==> config.mk <==
export PLATFORM = sky130hd
export DESIGN_NAME = pipe_ctrl
export DESIGN_NICKNAME = d
export VERILOG_FILES = /design/src/design/pipe_ctrl_pkg.sv /design/src/design/pipe_ctrl.sv /design/src/design/pipe_arbiter.sv /design/src/design/hazard_detect.sv /design/src/design/redirect_unit.sv
export SDC_FILE = /design/constraint.sdc
export NUM_CORES = 1
export LEC_CHECK = 0
export ABC_CLOCK_PERIOD_IN_PS = 5000
export BUFFER_PORTS_ARGS = -buffer_cell sky130_fd_sc_hd__buf_2
export CAP_MARGIN = 40
export CORE_AREA = 2 2 181 183
export CTS_CLUSTER_SIZE = 20
export DETAILED_ROUTE_END_ITERATION = 8
export DIE_AREA = 0 0 183 185
export MAX_ROUTING_LAYER = met4
export PLACE_DENSITY = 0.53
export SYNTH_ARGS = -nofsm -noshare
export SYNTH_HDL_FRONTEND = slang
export SYNTH_SLANG_ARGS = --single-unit
==> constraint.sdc <==
create_clock -name clock -period 5 [get_ports clock]
set_input_delay 0.5 -clock clock [delete_from_list [all_inputs] [get_ports clock]]
set_output_delay 0.5 -clock clock [all_outputs]
set_load 0.05 [all_outputs]
==> src/design/pipe_ctrl_pkg.sv <==
package pipe_ctrl_pkg;

    localparam int xlen       = 32;
    localparam int reg_addr_w = 5;

    // Return address step for fence.i
    localparam logic [xlen-1:0] inst_bytes = xlen'(4);

    // Status of one pipeline stage
    typedef struct packed {
        logic                  valid;
        logic [reg_addr_w-1:0] rd;
        logic                  reg_wen;
        logic                  mem_ren;  // Load in flight
    } stage_info_t;

    // Operand source codes
    typedef enum logic [2:0] {
        fwd_rf       = 3'd0,
        fwd_ex_alu   = 3'd1,
        fwd_wb       = 3'd2,
        fwd_mem_load = 3'd3,
        fwd_mem_alu  = 3'd4
    } fwd_sel_e;

    typedef enum logic [2:0] {
        rd_none    = 3'd0,
        rd_jump    = 3'd1,
        rd_branch  = 3'd2,
        rd_mret    = 3'd3,
        rd_ecall   = 3'd4,
        rd_fence_i = 3'd5
    } redirect_cause_e;

    typedef struct packed {
        logic              valid;
        redirect_cause_e   cause;
        logic [xlen-1:0]   target;
    } redirect_t;

    typedef struct packed {
        fwd_sel_e rs1_sel;
        fwd_sel_e rs2_sel;
        logic     load_use;  // Operand not produced yet
    } fwd_sel_t;

    // Values that can be forwarded into EXU
    typedef struct packed {
        logic [xlen-1:0] ex_result;
        logic [xlen-1:0] mem_alu;
        logic [xlen-1:0] mem_rdata;
        logic [xlen-1:0] wb_value;
    } fwd_data_t;

endpackage
==> src/design/pipe_ctrl.sv <==
`timescale 1ns/1ps

module pipe_ctrl (
    input  logic                                 clock,
    input  logic                                 rst_n,
    input  pipe_ctrl_pkg::stage_info_t           id_stage,
    input  pipe_ctrl_pkg::stage_info_t           ex_stage,
    input  pipe_ctrl_pkg::stage_info_t           mem_stage,
    input  pipe_ctrl_pkg::stage_info_t           wb_stage,
    input  logic [pipe_ctrl_pkg::reg_addr_w-1:0] id_rs1,
    input  logic [pipe_ctrl_pkg::reg_addr_w-1:0] id_rs2,
    input  logic                                 id_mret,
    input  logic                                 id_ecall,
    input  logic                                 ex_jump,
    input  logic                                 ex_branch,
    input  logic                                 ex_fence_i,
    input  logic [pipe_ctrl_pkg::xlen-1:0]       ex_pc,
    input  logic [pipe_ctrl_pkg::xlen-1:0]       ex_imm,
    input  pipe_ctrl_pkg::fwd_data_t             fwd_data,
    input  logic [pipe_ctrl_pkg::xlen-1:0]       rf_rs1,
    input  logic [pipe_ctrl_pkg::xlen-1:0]       rf_rs2,
    input  logic [pipe_ctrl_pkg::xlen-1:0]       mtvec,
    input  logic [pipe_ctrl_pkg::xlen-1:0]       mepc,
    output logic [pipe_ctrl_pkg::xlen-1:0]       ex_rs1_in,
    output logic [pipe_ctrl_pkg::xlen-1:0]       ex_rs2_in,
    output logic [pipe_ctrl_pkg::xlen-1:0]       dnpc,
    output logic                                 dnpc_valid,
    output logic                                 id_flush,
    output logic                                 icache_clr,
    output logic                                 stall
);

    pipe_ctrl_pkg::redirect_t       redirect_req;
    pipe_ctrl_pkg::fwd_sel_t        fwd_req;
    logic                           branch_taken;
    logic [pipe_ctrl_pkg::xlen-1:0] ex_target;

    assign branch_taken = fwd_data.ex_result[0];  // Compare result from ALU
    assign ex_target    = fwd_data.ex_result;

    redirect_unit u_redirect (
        .id_valid     (id_stage.valid),
        .ex_valid     (ex_stage.valid),
        .id_mret      (id_mret),
        .id_ecall     (id_ecall),
        .ex_jump      (ex_jump),
        .ex_branch    (ex_branch),
        .ex_fence_i   (ex_fence_i),
        .branch_taken (branch_taken),
        .ex_target    (ex_target),
        .ex_pc        (ex_pc),
        .ex_imm       (ex_imm),
        .mtvec        (mtvec),
        .mepc         (mepc),
        .redirect_req (redirect_req)
    );

    hazard_detect u_hazard (
        .id_rs1    (id_rs1),
        .id_rs2    (id_rs2),
        .id_stage  (id_stage),
        .ex_stage  (ex_stage),
        .mem_stage (mem_stage),
        .wb_stage  (wb_stage),
        .fwd_req   (fwd_req)
    );

    pipe_arbiter u_arbiter (
        .clock        (clock),
        .rst_n        (rst_n),
        .redirect_req (redirect_req),
        .fwd_req      (fwd_req),
        .fwd_data     (fwd_data),
        .rf_rs1       (rf_rs1),
        .rf_rs2       (rf_rs2),
        .ex_rs1_in    (ex_rs1_in),
        .ex_rs2_in    (ex_rs2_in),
        .dnpc         (dnpc),
        .dnpc_valid   (dnpc_valid),
        .id_flush     (id_flush),
        .icache_clr   (icache_clr),
        .stall        (stall)
    );

endmodule

==> src/design/pipe_arbiter.sv <==
`timescale 1ns/1ps

module pipe_arbiter (
    input  logic                           clock,
    input  logic                           rst_n,
    input  pipe_ctrl_pkg::redirect_t       redirect_req,
    input  pipe_ctrl_pkg::fwd_sel_t        fwd_req,
    input  pipe_ctrl_pkg::fwd_data_t       fwd_data,
    input  logic [pipe_ctrl_pkg::xlen-1:0] rf_rs1,
    input  logic [pipe_ctrl_pkg::xlen-1:0] rf_rs2,
    output logic [pipe_ctrl_pkg::xlen-1:0] ex_rs1_in,
    output logic [pipe_ctrl_pkg::xlen-1:0] ex_rs2_in,
    output logic [pipe_ctrl_pkg::xlen-1:0] dnpc,
    output logic                           dnpc_valid,
    output logic                           id_flush,
    output logic                           icache_clr,
    output logic                           stall
);

    logic shadow;           // Stages hold wrong-path instructions this cycle
    logic redirect_accept;
    logic stall_set;
    logic fence_i_accept;

    function automatic logic [pipe_ctrl_pkg::xlen-1:0] mux_operand(
        input pipe_ctrl_pkg::fwd_sel_e       sel,
        input pipe_ctrl_pkg::fwd_data_t      data,
        input logic [pipe_ctrl_pkg::xlen-1:0] rf_value
    );
        logic [pipe_ctrl_pkg::xlen-1:0] value;
        case (sel)
            pipe_ctrl_pkg::fwd_ex_alu:   value = data.ex_result;
            pipe_ctrl_pkg::fwd_wb:       value = data.wb_value;
            pipe_ctrl_pkg::fwd_mem_load: value = data.mem_rdata;
            pipe_ctrl_pkg::fwd_mem_alu:  value = data.mem_alu;
            default:                     value = rf_value;
        endcase
        return value;
    endfunction

    // Forwarded operands go straight through
    assign ex_rs1_in = mux_operand(fwd_req.rs1_sel, fwd_data, rf_rs1);
    assign ex_rs2_in = mux_operand(fwd_req.rs2_sel, fwd_data, rf_rs2);

    assign redirect_accept = redirect_req.valid & ~shadow;
    assign fence_i_accept  = redirect_accept &
                             (redirect_req.cause == pipe_ctrl_pkg::rd_fence_i);
    // Redirect wins over a stall
    assign stall_set       = fwd_req.load_use & ~redirect_req.valid & ~shadow;

    always_ff @(posedge clock) begin
        if (!rst_n) begin
            shadow     <= 1'b0;
            icache_clr <= 1'b0;
            stall      <= 1'b0;
            dnpc       <= '0;
        end else begin
            shadow     <= redirect_accept;  // One-cycle pulse, also masks next cycle
            icache_clr <= fence_i_accept;
            stall      <= stall_set;
            if (redirect_accept) begin
                dnpc <= redirect_req.target;
            end
        end
    end

    // Pulse and flush come from the same flop
    assign dnpc_valid = shadow;
    assign id_flush   = shadow;

endmodule

==> src/design/hazard_detect.sv <==
`timescale 1ns/1ps

module hazard_detect (
    input  logic [pipe_ctrl_pkg::reg_addr_w-1:0] id_rs1,
    input  logic [pipe_ctrl_pkg::reg_addr_w-1:0] id_rs2,
    input  pipe_ctrl_pkg::stage_info_t           id_stage,
    input  pipe_ctrl_pkg::stage_info_t           ex_stage,
    input  pipe_ctrl_pkg::stage_info_t           mem_stage,
    input  pipe_ctrl_pkg::stage_info_t           wb_stage,
    output pipe_ctrl_pkg::fwd_sel_t              fwd_req
);

    logic rs1_ex_hit;
    logic rs2_ex_hit;
    logic rs1_ex_load;
    logic rs2_ex_load;

    // Stage writes the register we read; x0 never matches
    function automatic logic stage_hit(
        input pipe_ctrl_pkg::stage_info_t           st,
        input logic [pipe_ctrl_pkg::reg_addr_w-1:0] rs
    );
        return st.valid && st.reg_wen && (st.rd == rs) && (rs != '0);
    endfunction

    // Youngest producer wins
    function automatic pipe_ctrl_pkg::fwd_sel_e pick_source(
        input logic [pipe_ctrl_pkg::reg_addr_w-1:0] rs,
        input pipe_ctrl_pkg::stage_info_t           ex_st,
        input pipe_ctrl_pkg::stage_info_t           mem_st,
        input pipe_ctrl_pkg::stage_info_t           wb_st
    );
        pipe_ctrl_pkg::fwd_sel_e sel;
        sel = pipe_ctrl_pkg::fwd_rf;
        if (stage_hit(ex_st, rs)) begin
            sel = pipe_ctrl_pkg::fwd_ex_alu;
        end else if (stage_hit(mem_st, rs)) begin
            if (mem_st.mem_ren) begin
                sel = pipe_ctrl_pkg::fwd_mem_load;  // Load data back from memory
            end else begin
                sel = pipe_ctrl_pkg::fwd_mem_alu;
            end
        end else if (stage_hit(wb_st, rs)) begin
            sel = pipe_ctrl_pkg::fwd_wb;
        end
        return sel;
    endfunction

    assign rs1_ex_hit = stage_hit(ex_stage, id_rs1);
    assign rs2_ex_hit = stage_hit(ex_stage, id_rs2);

    // A load in EXU has no data to forward yet
    assign rs1_ex_load = rs1_ex_hit & ex_stage.mem_ren;
    assign rs2_ex_load = rs2_ex_hit & ex_stage.mem_ren;

    always_comb begin
        fwd_req.rs1_sel  = pick_source(id_rs1, ex_stage, mem_stage, wb_stage);
        fwd_req.rs2_sel  = pick_source(id_rs2, ex_stage, mem_stage, wb_stage);
        fwd_req.load_use = id_stage.valid & (rs1_ex_load | rs2_ex_load);
    end

endmodule

==> src/design/redirect_unit.sv <==
`timescale 1ns/1ps

module redirect_unit (
    input  logic                             id_valid,
    input  logic                             ex_valid,
    input  logic                             id_mret,
    input  logic                             id_ecall,
    input  logic                             ex_jump,
    input  logic                             ex_branch,
    input  logic                             ex_fence_i,
    input  logic                             branch_taken,
    input  logic [pipe_ctrl_pkg::xlen-1:0]   ex_target,
    input  logic [pipe_ctrl_pkg::xlen-1:0]   ex_pc,
    input  logic [pipe_ctrl_pkg::xlen-1:0]   ex_imm,
    input  logic [pipe_ctrl_pkg::xlen-1:0]   mtvec,
    input  logic [pipe_ctrl_pkg::xlen-1:0]   mepc,
    output pipe_ctrl_pkg::redirect_t         redirect_req
);

    logic                           jump_hit;
    logic                           branch_hit;
    logic                           mret_hit;
    logic                           ecall_hit;
    logic                           fence_i_hit;
    logic [pipe_ctrl_pkg::xlen-1:0] branch_target;
    logic [pipe_ctrl_pkg::xlen-1:0] fence_i_target;

    // Causes only count when their stage holds a live instruction
    assign jump_hit    = ex_jump & ex_valid;
    assign branch_hit  = ex_branch & ex_valid & branch_taken;
    assign mret_hit    = id_mret & id_valid;
    assign ecall_hit   = id_ecall & id_valid;
    assign fence_i_hit = ex_fence_i & ex_valid;

    assign branch_target  = ex_pc + ex_imm;
    assign fence_i_target = ex_pc + pipe_ctrl_pkg::inst_bytes;  // Restart after fence.i

    // Fixed priority, EXU causes ahead of IDU ones except fence.i
    always_comb begin
        redirect_req        = '0;
        redirect_req.cause  = pipe_ctrl_pkg::rd_none;
        if (jump_hit) begin
            redirect_req.valid  = 1'b1;
            redirect_req.cause  = pipe_ctrl_pkg::rd_jump;
            redirect_req.target = ex_target;  // jal/jalr address from ALU
        end else if (branch_hit) begin
            redirect_req.valid  = 1'b1;
            redirect_req.cause  = pipe_ctrl_pkg::rd_branch;
            redirect_req.target = branch_target;
        end else if (mret_hit) begin
            redirect_req.valid  = 1'b1;
            redirect_req.cause  = pipe_ctrl_pkg::rd_mret;
            redirect_req.target = mepc;
        end else if (ecall_hit) begin
            redirect_req.valid  = 1'b1;
            redirect_req.cause  = pipe_ctrl_pkg::rd_ecall;
            redirect_req.target = mtvec;  // Trap vector
        end else if (fence_i_hit) begin
            redirect_req.valid  = 1'b1;
            redirect_req.cause  = pipe_ctrl_pkg::rd_fence_i;
            redirect_req.target = fence_i_target;
        end
    end

endmodule

[Yosys cells after proc, flatten, opt, wreduce, memory -nomap -nowiden]
Cells that the tools add are included.
W data, S select, Z words.
Storage, ports and cells
  input bits: 369
  output and inout port bits: 100
  flip-flop bits (word level): 35
  word-level logic and storage cells: 68
Operators by class
  reductions and logical operators: 17
  mux-type cells: 14
  add/subtract/negate cells: 2
  bitwise logic cells: 16
  eq/ne operators: 15
Operator list (count)
  $pmux W32 S4: 2
  $mux W36: 5
  $add A32 B3 Y32 const B: 1
  $add A32 B32 Y32: 1
  $eq A5 B5 Y1: 6
  $logic_and A1 B1 Y1: 15
  $mux W3: 5
  $and A1 B1 Y1: 13
  $eq A3 B2 Y1 const B: 4
  $reduce_bool A5 Y1: 2
  $eq A3 B3 Y1 const B: 3
  $eq A3 B1 Y1 const B: 2
  $mux W2: 2
  $not A1 Y1: 2
  $or A1 B1 Y1: 1

[Logic depth before layout (Yosys ltp)]
Gate-level depths: netlist of the first run.
  word-level depth: 9
  depth in mapped cells: 10
  depth with buffers taken out: 10

[Cells and area by module]
Synthesis of the first run repeated with hierarchy kept, for this count alone.
Second synthesis, totals
  cells, all modules: 1085
  area total of the unflattened synthesis: 7674.9 um2
By module, submodules not included
  pipe_arbiter: cells an instance 509, sequential area each 700.7 um2, instances 1, area each 3900.0 um2
  redirect_unit: cells an instance 513, sequential area each 0.0 um2, instances 1, area each 3313.2 um2
  hazard_detect: cells an instance 63, sequential area each 0.0 um2, instances 1, area each 461.7 um2

[Worst setup path before layout of the first run]
OpenSTA, ideal clock, no wires.
  kind: input to output
  start point: input id_rs1[0] in the netlist's numbering
  end point: output ex_rs1_in[0] in the netlist's numbering
  buffers on the path: 1
  slack: 1852 ps
  data arrival time: 2648 ps
  data required time: 4500 ps
  stages: 8
  path through: nor3_1 -> and2_1 -> nor4_1 -> inv_1 -> nand3_1 -> clkbuf_1 -> o22ai_1 -> a21oi_1
Between the ends
  cells in the longest elaborated chain, start to end: 8
  elaborated cells between the ends (all ways): 18
  classes of those cells: 7 x eq/ne; 4 x mux; 7 x reduce/logical
Ends and longest elaborated chain
  start: declaration: RTL line pipe_ctrl.sv:10  | input logic [pipe_ctrl_pkg::reg_addr_w-1:0] id_rs1,
  $eq A5 B5 Y1: RTL line hazard_detect.sv:23  | return st.valid && st.reg_wen && (st.rd == rs) && (rs != '0);
  $logic_and A1 B1 Y1 (2 in a row): RTL line hazard_detect.sv:23
  $mux W2: RTL line hazard_detect.sv:43  | end else if (stage_hit(wb_st, rs)) begin
  $mux W3: RTL line hazard_detect.sv:37  | end else if (stage_hit(mem_st, rs)) begin
  $mux W3 (*): RTL line hazard_detect.sv:35  | if (stage_hit(ex_st, rs)) begin
  $eq A3 B3 Y1 (tied with other cells): RTL line pipe_arbiter.sv:31  | case (sel)
  $pmux W32 S4 (*): RTL line pipe_arbiter.sv:31
  end: declaration: RTL line pipe_ctrl.sv:24  | output logic [pipe_ctrl_pkg::xlen-1:0] ex_rs1_in,
Mark *: on every way between the ends. The rest lies on a longest branch, timed or not.

[Final worst setup path of the first run]
  start point: input id_rs1[0] in the netlist's numbering
  end point: output ex_rs1_in[30] in the netlist's numbering
Same word-level chain as after synthesis.

==> results of run 1 <==
==> placed cells by master (no fill, tap or decap), types with 3 or more instances in the layout <==
cell type and count:
a31oi_1 4, nor2_1 70, diode_2 16, a21oi_1 141, a2111oi_0 4, o22ai_1 107, xor2_1 28, buf_4 22
or3_1 3, o21ai_0 69, ha_1 32, o2111ai_1 4, a22oi_1 6, and4_1 3, buf_2 460, o211ai_1 24
inv_1 14, a221oi_1 25, and3_1 11, nand2b_1 5, a21boi_0 4, nand4_1 18, nand2_1 80, mux2_2 31
o31ai_1 3, nor4_1 11, nor3_1 23, a21o_1 18, dfxtp_1 35, mux2i_1 3, a211oi_1 10, o21bai_1 4
xnor2_1 55, o311ai_0 8, and2_1 10, o221ai_1 4, nand3_1 35, clkbuf_16 5
==> cell families after synthesis <==
logic type | synth area share (%)
mux | 5.59
xor+xnor | 10.7
compound gates | 41.5
flops | 10.3
fa+ha+maj | 6.19
buf+inv | 5.64
simple gates | 20.0
==> layout make-up <==
class	instances	area [um^2]
fill	3599	22400
multi-input combinational	887	5730
timing repair buffer	484	2500
sequential	35	701
tap	408	510
clock buffer	8	156
inverter	15	56.3
antenna	16	40.0
==> per-stage QoR <==
stage          setup WS [ns]  std cells  util, %  instance area (um^2)  hold WS, ns
5_1_grt                 1.15       1852     30.2                  9690        0.425
4_1_cts                 1.30       1837     30.1                  9650        0.413
3_5_place_dp            1.32       1829     29.6                  9490        0.447
3_3_place_gp            1.30       1828     29.6                  9480        0.439
6_report                1.29       1853     30.2                  9690        0.420
2_1_floorplan           1.85       1017        -                  6790        0.579
==> per-layer routing <==
metal	part of all wire, %	vias to the layer above	wire length (um)	GRT usage, %
met5	0	-	0	-
met4	2.4	0	1070	7.23
met3	6.9	63	3080	3.19
met2	49	531	22100	44.8
met1	42	4832	18800	31.4
li1	-	4778	-	-
==> path summary, 6_finish.rpt <==
check / startpoint / to / slack, ns / depth (start not counted)
worst max-delay path: id_rs1[0] / ex_rs1_in[30] / 1.29 / 12
worst max register to register: u_arbiter.dnpc_valid / u_arbiter.dnpc[27] / 2.94 / 5
worst min-delay path: ex_jump / u_arbiter.icache_clr / 0.42 / 2
worst min register to register: u_arbiter.dnpc[10] / u_arbiter.dnpc[10] / 0.45 / 2
==> flip-flops by register name, indices dropped and copies added (netlist names) <==
register,flops
u_arbiter.stall,1
u_arbiter.icache_clr,1
u_arbiter.dnpc_valid,1
u_arbiter.dnpc,32
==> power breakdown <==
group	total [uW]	switching (uW)	internal, uW
combinational	1150	768	383
clock	330	118	212
sequential	328	17.8	310
total	1810	904	905
==> metrics.txt, run 1 <==
status complete, no violations; CP bufs+invs 5; Mapped Area 6790 um^2; CP Data Required Time 4.50 ns; Power, Total 1810 uW; Pre-antenna DRT Iters 6; register area share after synthesis 10.3%; maxcap violations 0; number of global-route vias before repair 9668; Worst Setup End Kind output pin; YS warnings 0; Clock Path Buffers 2; Final setup viols 0; fraction of layout instances using a drive strength above 1 37.2%; main area contributors after synthesis a21oi_1 (10%), dfxtp_1 (10%), o22ai_1 (9.9%); vias per cell 5.51; Final Hold Fails 0; Syn-to-layout area delta 42.7%; clock tree from TritonCTS done; DP Wirelength 37.9 mm; final period utilization 74.2%; die area 33900 um^2; Synth cell types 63; die width 183 um; Min-Delay Path Class input port to flip-flop; largest net degree at the start of global routing 66; WP data arrival 3.21 ns; crit-path max cell delay 0.45 ns; RSZ-0062 raised after global routing no; CP Launch Type input port; synth cell count leaders a21oi_1 (141), o22ai_1 (107), nand2_1 (80), nor2_1 (70); slowest library cell on the worst path nor2_1; post-CTS setup buffer count 0; fmax 0.269 GHz; total track usage 25.8%; wire per inst 24.3 um; CP Class input port to output pin; syn_nets 1419; clk slew on worst S/H paths 0.06 ns; Starting DRT DRC Count 788; worst vdd ir 143 uV; Slew headroom 37.6%; Final Skew 0.00290 ns; Post-synth EDFFs 0; GP Congestion 0.963; Die Span Y 185 um; crit-path max FO 19; FFs w/ async S/R, synth 0%; Post-route DRC 0; Post-Synthesis Cells 1017; FP Rows 66; final wirelength 45.0 mm; Syn Area/Cell 6.67 um^2; most frequent cell after synthesis a21oi_1; grt total ovfl 0; Power Dens Cells 187 nW/um^2; global-route wire length before repair 63.3 mm; H-tree Lvls 2; initial antenna violation count 19; CTS Hold Buffers Added 0; CTS resizes 0; setup TNS 0 ns; minimum clock period 3.71 ns; Initial Util 21.2%; Ports 469; Synth Flop Type dfxtp_1; family with the most delay on the worst path buffers and inverters; vias post-DR 10204; Nets 1830; crit-path cells buf_2 -> nor3_1 -> and2_1 -> nor4_2 -> inv_1 -> buf_4 -> nand2_1 -> nor2_1 -> buf_4 -> a21oi_1 -> a21oi_1 -> buf_2; #FFs+latches synth 35; worst slew pin tran 0.936 ns; share of the synthesized area in the top cell type 10.4%; CTS root buf clkbuf_16; Max Slew Vio Count 0; IO Port Bufs 460; core area 32000 um^2; post-route ant nets 0; leakage power total 0.00430 uW; TritonCTS Sinks 35; Synth area leader a21oi_1; Inserted Clock Buffers 5; clk_lat worst skew 0.28 ns
Note: power is estimated with default switching activity, not from simulation.
==> run 2, diff against run 1 <==
- ABC_CLOCK_PERIOD_IN_PS: 5000 -> 3300
- PLACE_DENSITY: 0.53 -> 0.55
- clock period: 5 -> 3.3 ns (I/O delays scaled with it)
==> metrics.txt, run 2 (same netlist as run 1, synthesis figures left out) <==
CTS Hold Buffers Added 0 (unchanged); crit path capture ex_rs1_in[15]; clk_lat worst skew 0.29 ns (about the same); Clock Path Buffers 2 (unchanged); r2r worst-path depth 6 (+1); Max Slew Vio Count 0 (unchanged); die area 33900 um^2 (unchanged); CTS resizes 0 (unchanged); Die Span Y 185 um (unchanged); Power Dens Cells 277 nW/um^2 (+48%); post-route ant nets 0 (unchanged); total track usage 26.1% (+0.30 points); post-route non-filler standard cell count 1871 (+0.97%); Initial Util 21.2% (unchanged); largest net degree at the start of global routing 66 (unchanged); sequential share of power 18.1% (about the same); FP Rows 66 (unchanged); final period utilization 93.6%; worst slew pin tran 0.823 ns (-0.114 ns); grt total ovfl 0 (unchanged); Final WS setup 0.210 ns (-1.08 ns); post-CTS setup buffer count 0 (unchanged); Nets 1842 (+0.66%); Worst Setup End Kind output pin; leakage power total 0.00440 uW (+2.2%); RSZ-0062 raised after global routing no; placed cells 1841 (+0.66%); worst vdd ir 153 uV (+7.0%); H-tree Lvls 2 (unchanged); max reg flops 32 (unchanged); Area after DPL 9700 um^2 (+2.2%); Worst Setup SP id_rs1[0]; clk slew on worst S/H paths 0.06 ns (about the same); status complete, no violations; DP Wirelength 38.4 mm (+1.5%); hold-critical path depth 2 (unchanged); number of global-route vias before repair 9683 (+0.16%); initial antenna violation count 22 (+3); Inserted Clock Buffers 5 (unchanged); TritonCTS Sinks 35 (unchanged); Setup Slack @ Placement 0.181 ns (-1.14 ns); worst r2r src u_arbiter.dnpc_valid; maxcap violations 0 (unchanged); CTS root buf clkbuf_16; CP Class input port to output pin; CP Data Required Time 2.97 ns (-1.53 ns); Int Pwr 1360 uW (+50%); design area 9900 um^2 (+2.1%); wire per inst 24.4 um (+0.31%); Pre-antenna DRT Iters 5 (-1); die width 183 um (unchanged); crit-path max FO 36 (+17); Sw Ratio 50.6% (+0.63 points); fraction of layout instances using a drive strength above 1 37.6% (+0.38 points); R2R Setup Slk 1.17 ns (-1.77 ns); reg-to-reg endpoint u_arbiter.dnpc[16]; minimum clock period 3.09 ns; Ports 469 (unchanged); Combinational Power Share 64.9% (+1.3 points); Slew headroom 45.0% (+7.4 points); clock share of power 17.0% (-1.3 points); global-route wire length before repair 64.1 mm (+1.3%); Final Skew 0.00250 ns (-0.000397 ns); vias post-DR 10284 (+0.78%); Final setup viols 0 (unchanged); Starting DRT DRC Count 628 (-20%); commonest non-fill, non-tap cells in the layout buf_2 (454), a21oi_1 (141), o22ai_1 (107), nand2_1 (80), nor2_1 (70); WP data arrival 2.76 ns (-0.45 ns); core area 32000 um^2 (unchanged); IO Port Bufs 460 (unchanged); Min-Delay Path Class input port to flip-flop; clock tree from TritonCTS done; GP Congestion 0.976 (+1.4%); Final Hold Fails 0 (unchanged); vias per cell 5.50 (-0.19%); Syn-to-layout area delta 45.8%; CP Launch Type input port; Switching Power 1390 uW (+54%); setup TNS 0 ns (unchanged); register name with the most flops u_arbiter.dnpc; fmax 0.324 GHz; most common cell after layout, fill and taps aside buf_2; final wirelength 45.6 mm (+1.3%); Post-route DRC 0 (unchanged)
## run 2: cell count changes in the layout (fill, tap and decap cells not counted), sizes merged
cell / delta
clkinv: +1
clkbuf: -1
diode: +6
buf: +12
## run 2: layout make-up
class / instances / area [um^2]
antenna: 22 / 55.1
clock buffer: 7 / 133
clock inverter: 1 / 5.00
fill: 3628 / 22100
inverter: 15 / 56.3
multi-input combinational: 887 / 5720
sequential: 35 / 701
tap: 408 / 510
timing repair buffer: 496 / 2710
## run 2: through the flow
stage / total power (uW) / utilization, % / hold slack [ns]
2_1_floorplan: 1560 / - / 0.409
3_3_place_gp: 2270 / 30.3 / 0.437
3_5_place_dp: 2270 / 30.3 / 0.447
4_1_cts: 2750 / 30.7 / 0.260
5_1_grt: 2890 / 30.9 / 0.269
6_report: 2740 / 30.9 / 0.266
## run 2: critical path, cell delays in order
cell and delay, ns:
buf_2 0.16, nor3_1 0.08, and2_1 0.19, nor4_2 0.54, inv_1 0.12, buf_4 0.26, nand3_2 0.21, buf_12 0.23
o22ai_1 0.15, a21oi_1 0.17, buf_2 0.29
## run 2: routing by layer
metal  global-route usage, %  routed length [um]  vias to the layer above
li1                        -                   -                     4801
met1                    31.3               18800                     4922
met2                    45.0               22300                      494
met3                    3.34                2930                       67
met4                    8.99                1490                        0
met5                       -                   0                        -
## run 2: how the worst min path moves through the flow
| stage | startpoint | end | slack (ns) |
|---|---|---|---|
| 3_3_place_gp | u_arbiter.dnpc[10] | u_arbiter.dnpc[10] | 0.44 |
| 4_1_cts | ex_jump | u_arbiter.icache_clr | 0.26 |
| 2_1_floorplan | ex_jump | u_arbiter.icache_clr | 0.41 |
| 5_1_grt | ex_jump | u_arbiter.icache_clr | 0.27 |
| 3_5_place_dp | u_arbiter.dnpc[0] | u_arbiter.dnpc[0] | 0.45 |
| 6_report | ex_jump | u_arbiter.icache_clr | 0.27 |
## run 2: power by group through the flow
stage	clock [uW]	sequential (uW)	combinational, uW
4_1_cts	482	497	1770
3_3_place_gp	0	505	1770
5_1_grt	492	503	1900
3_5_place_dp	0	507	1770
2_1_floorplan	0	665	895
6_report	466	497	1780
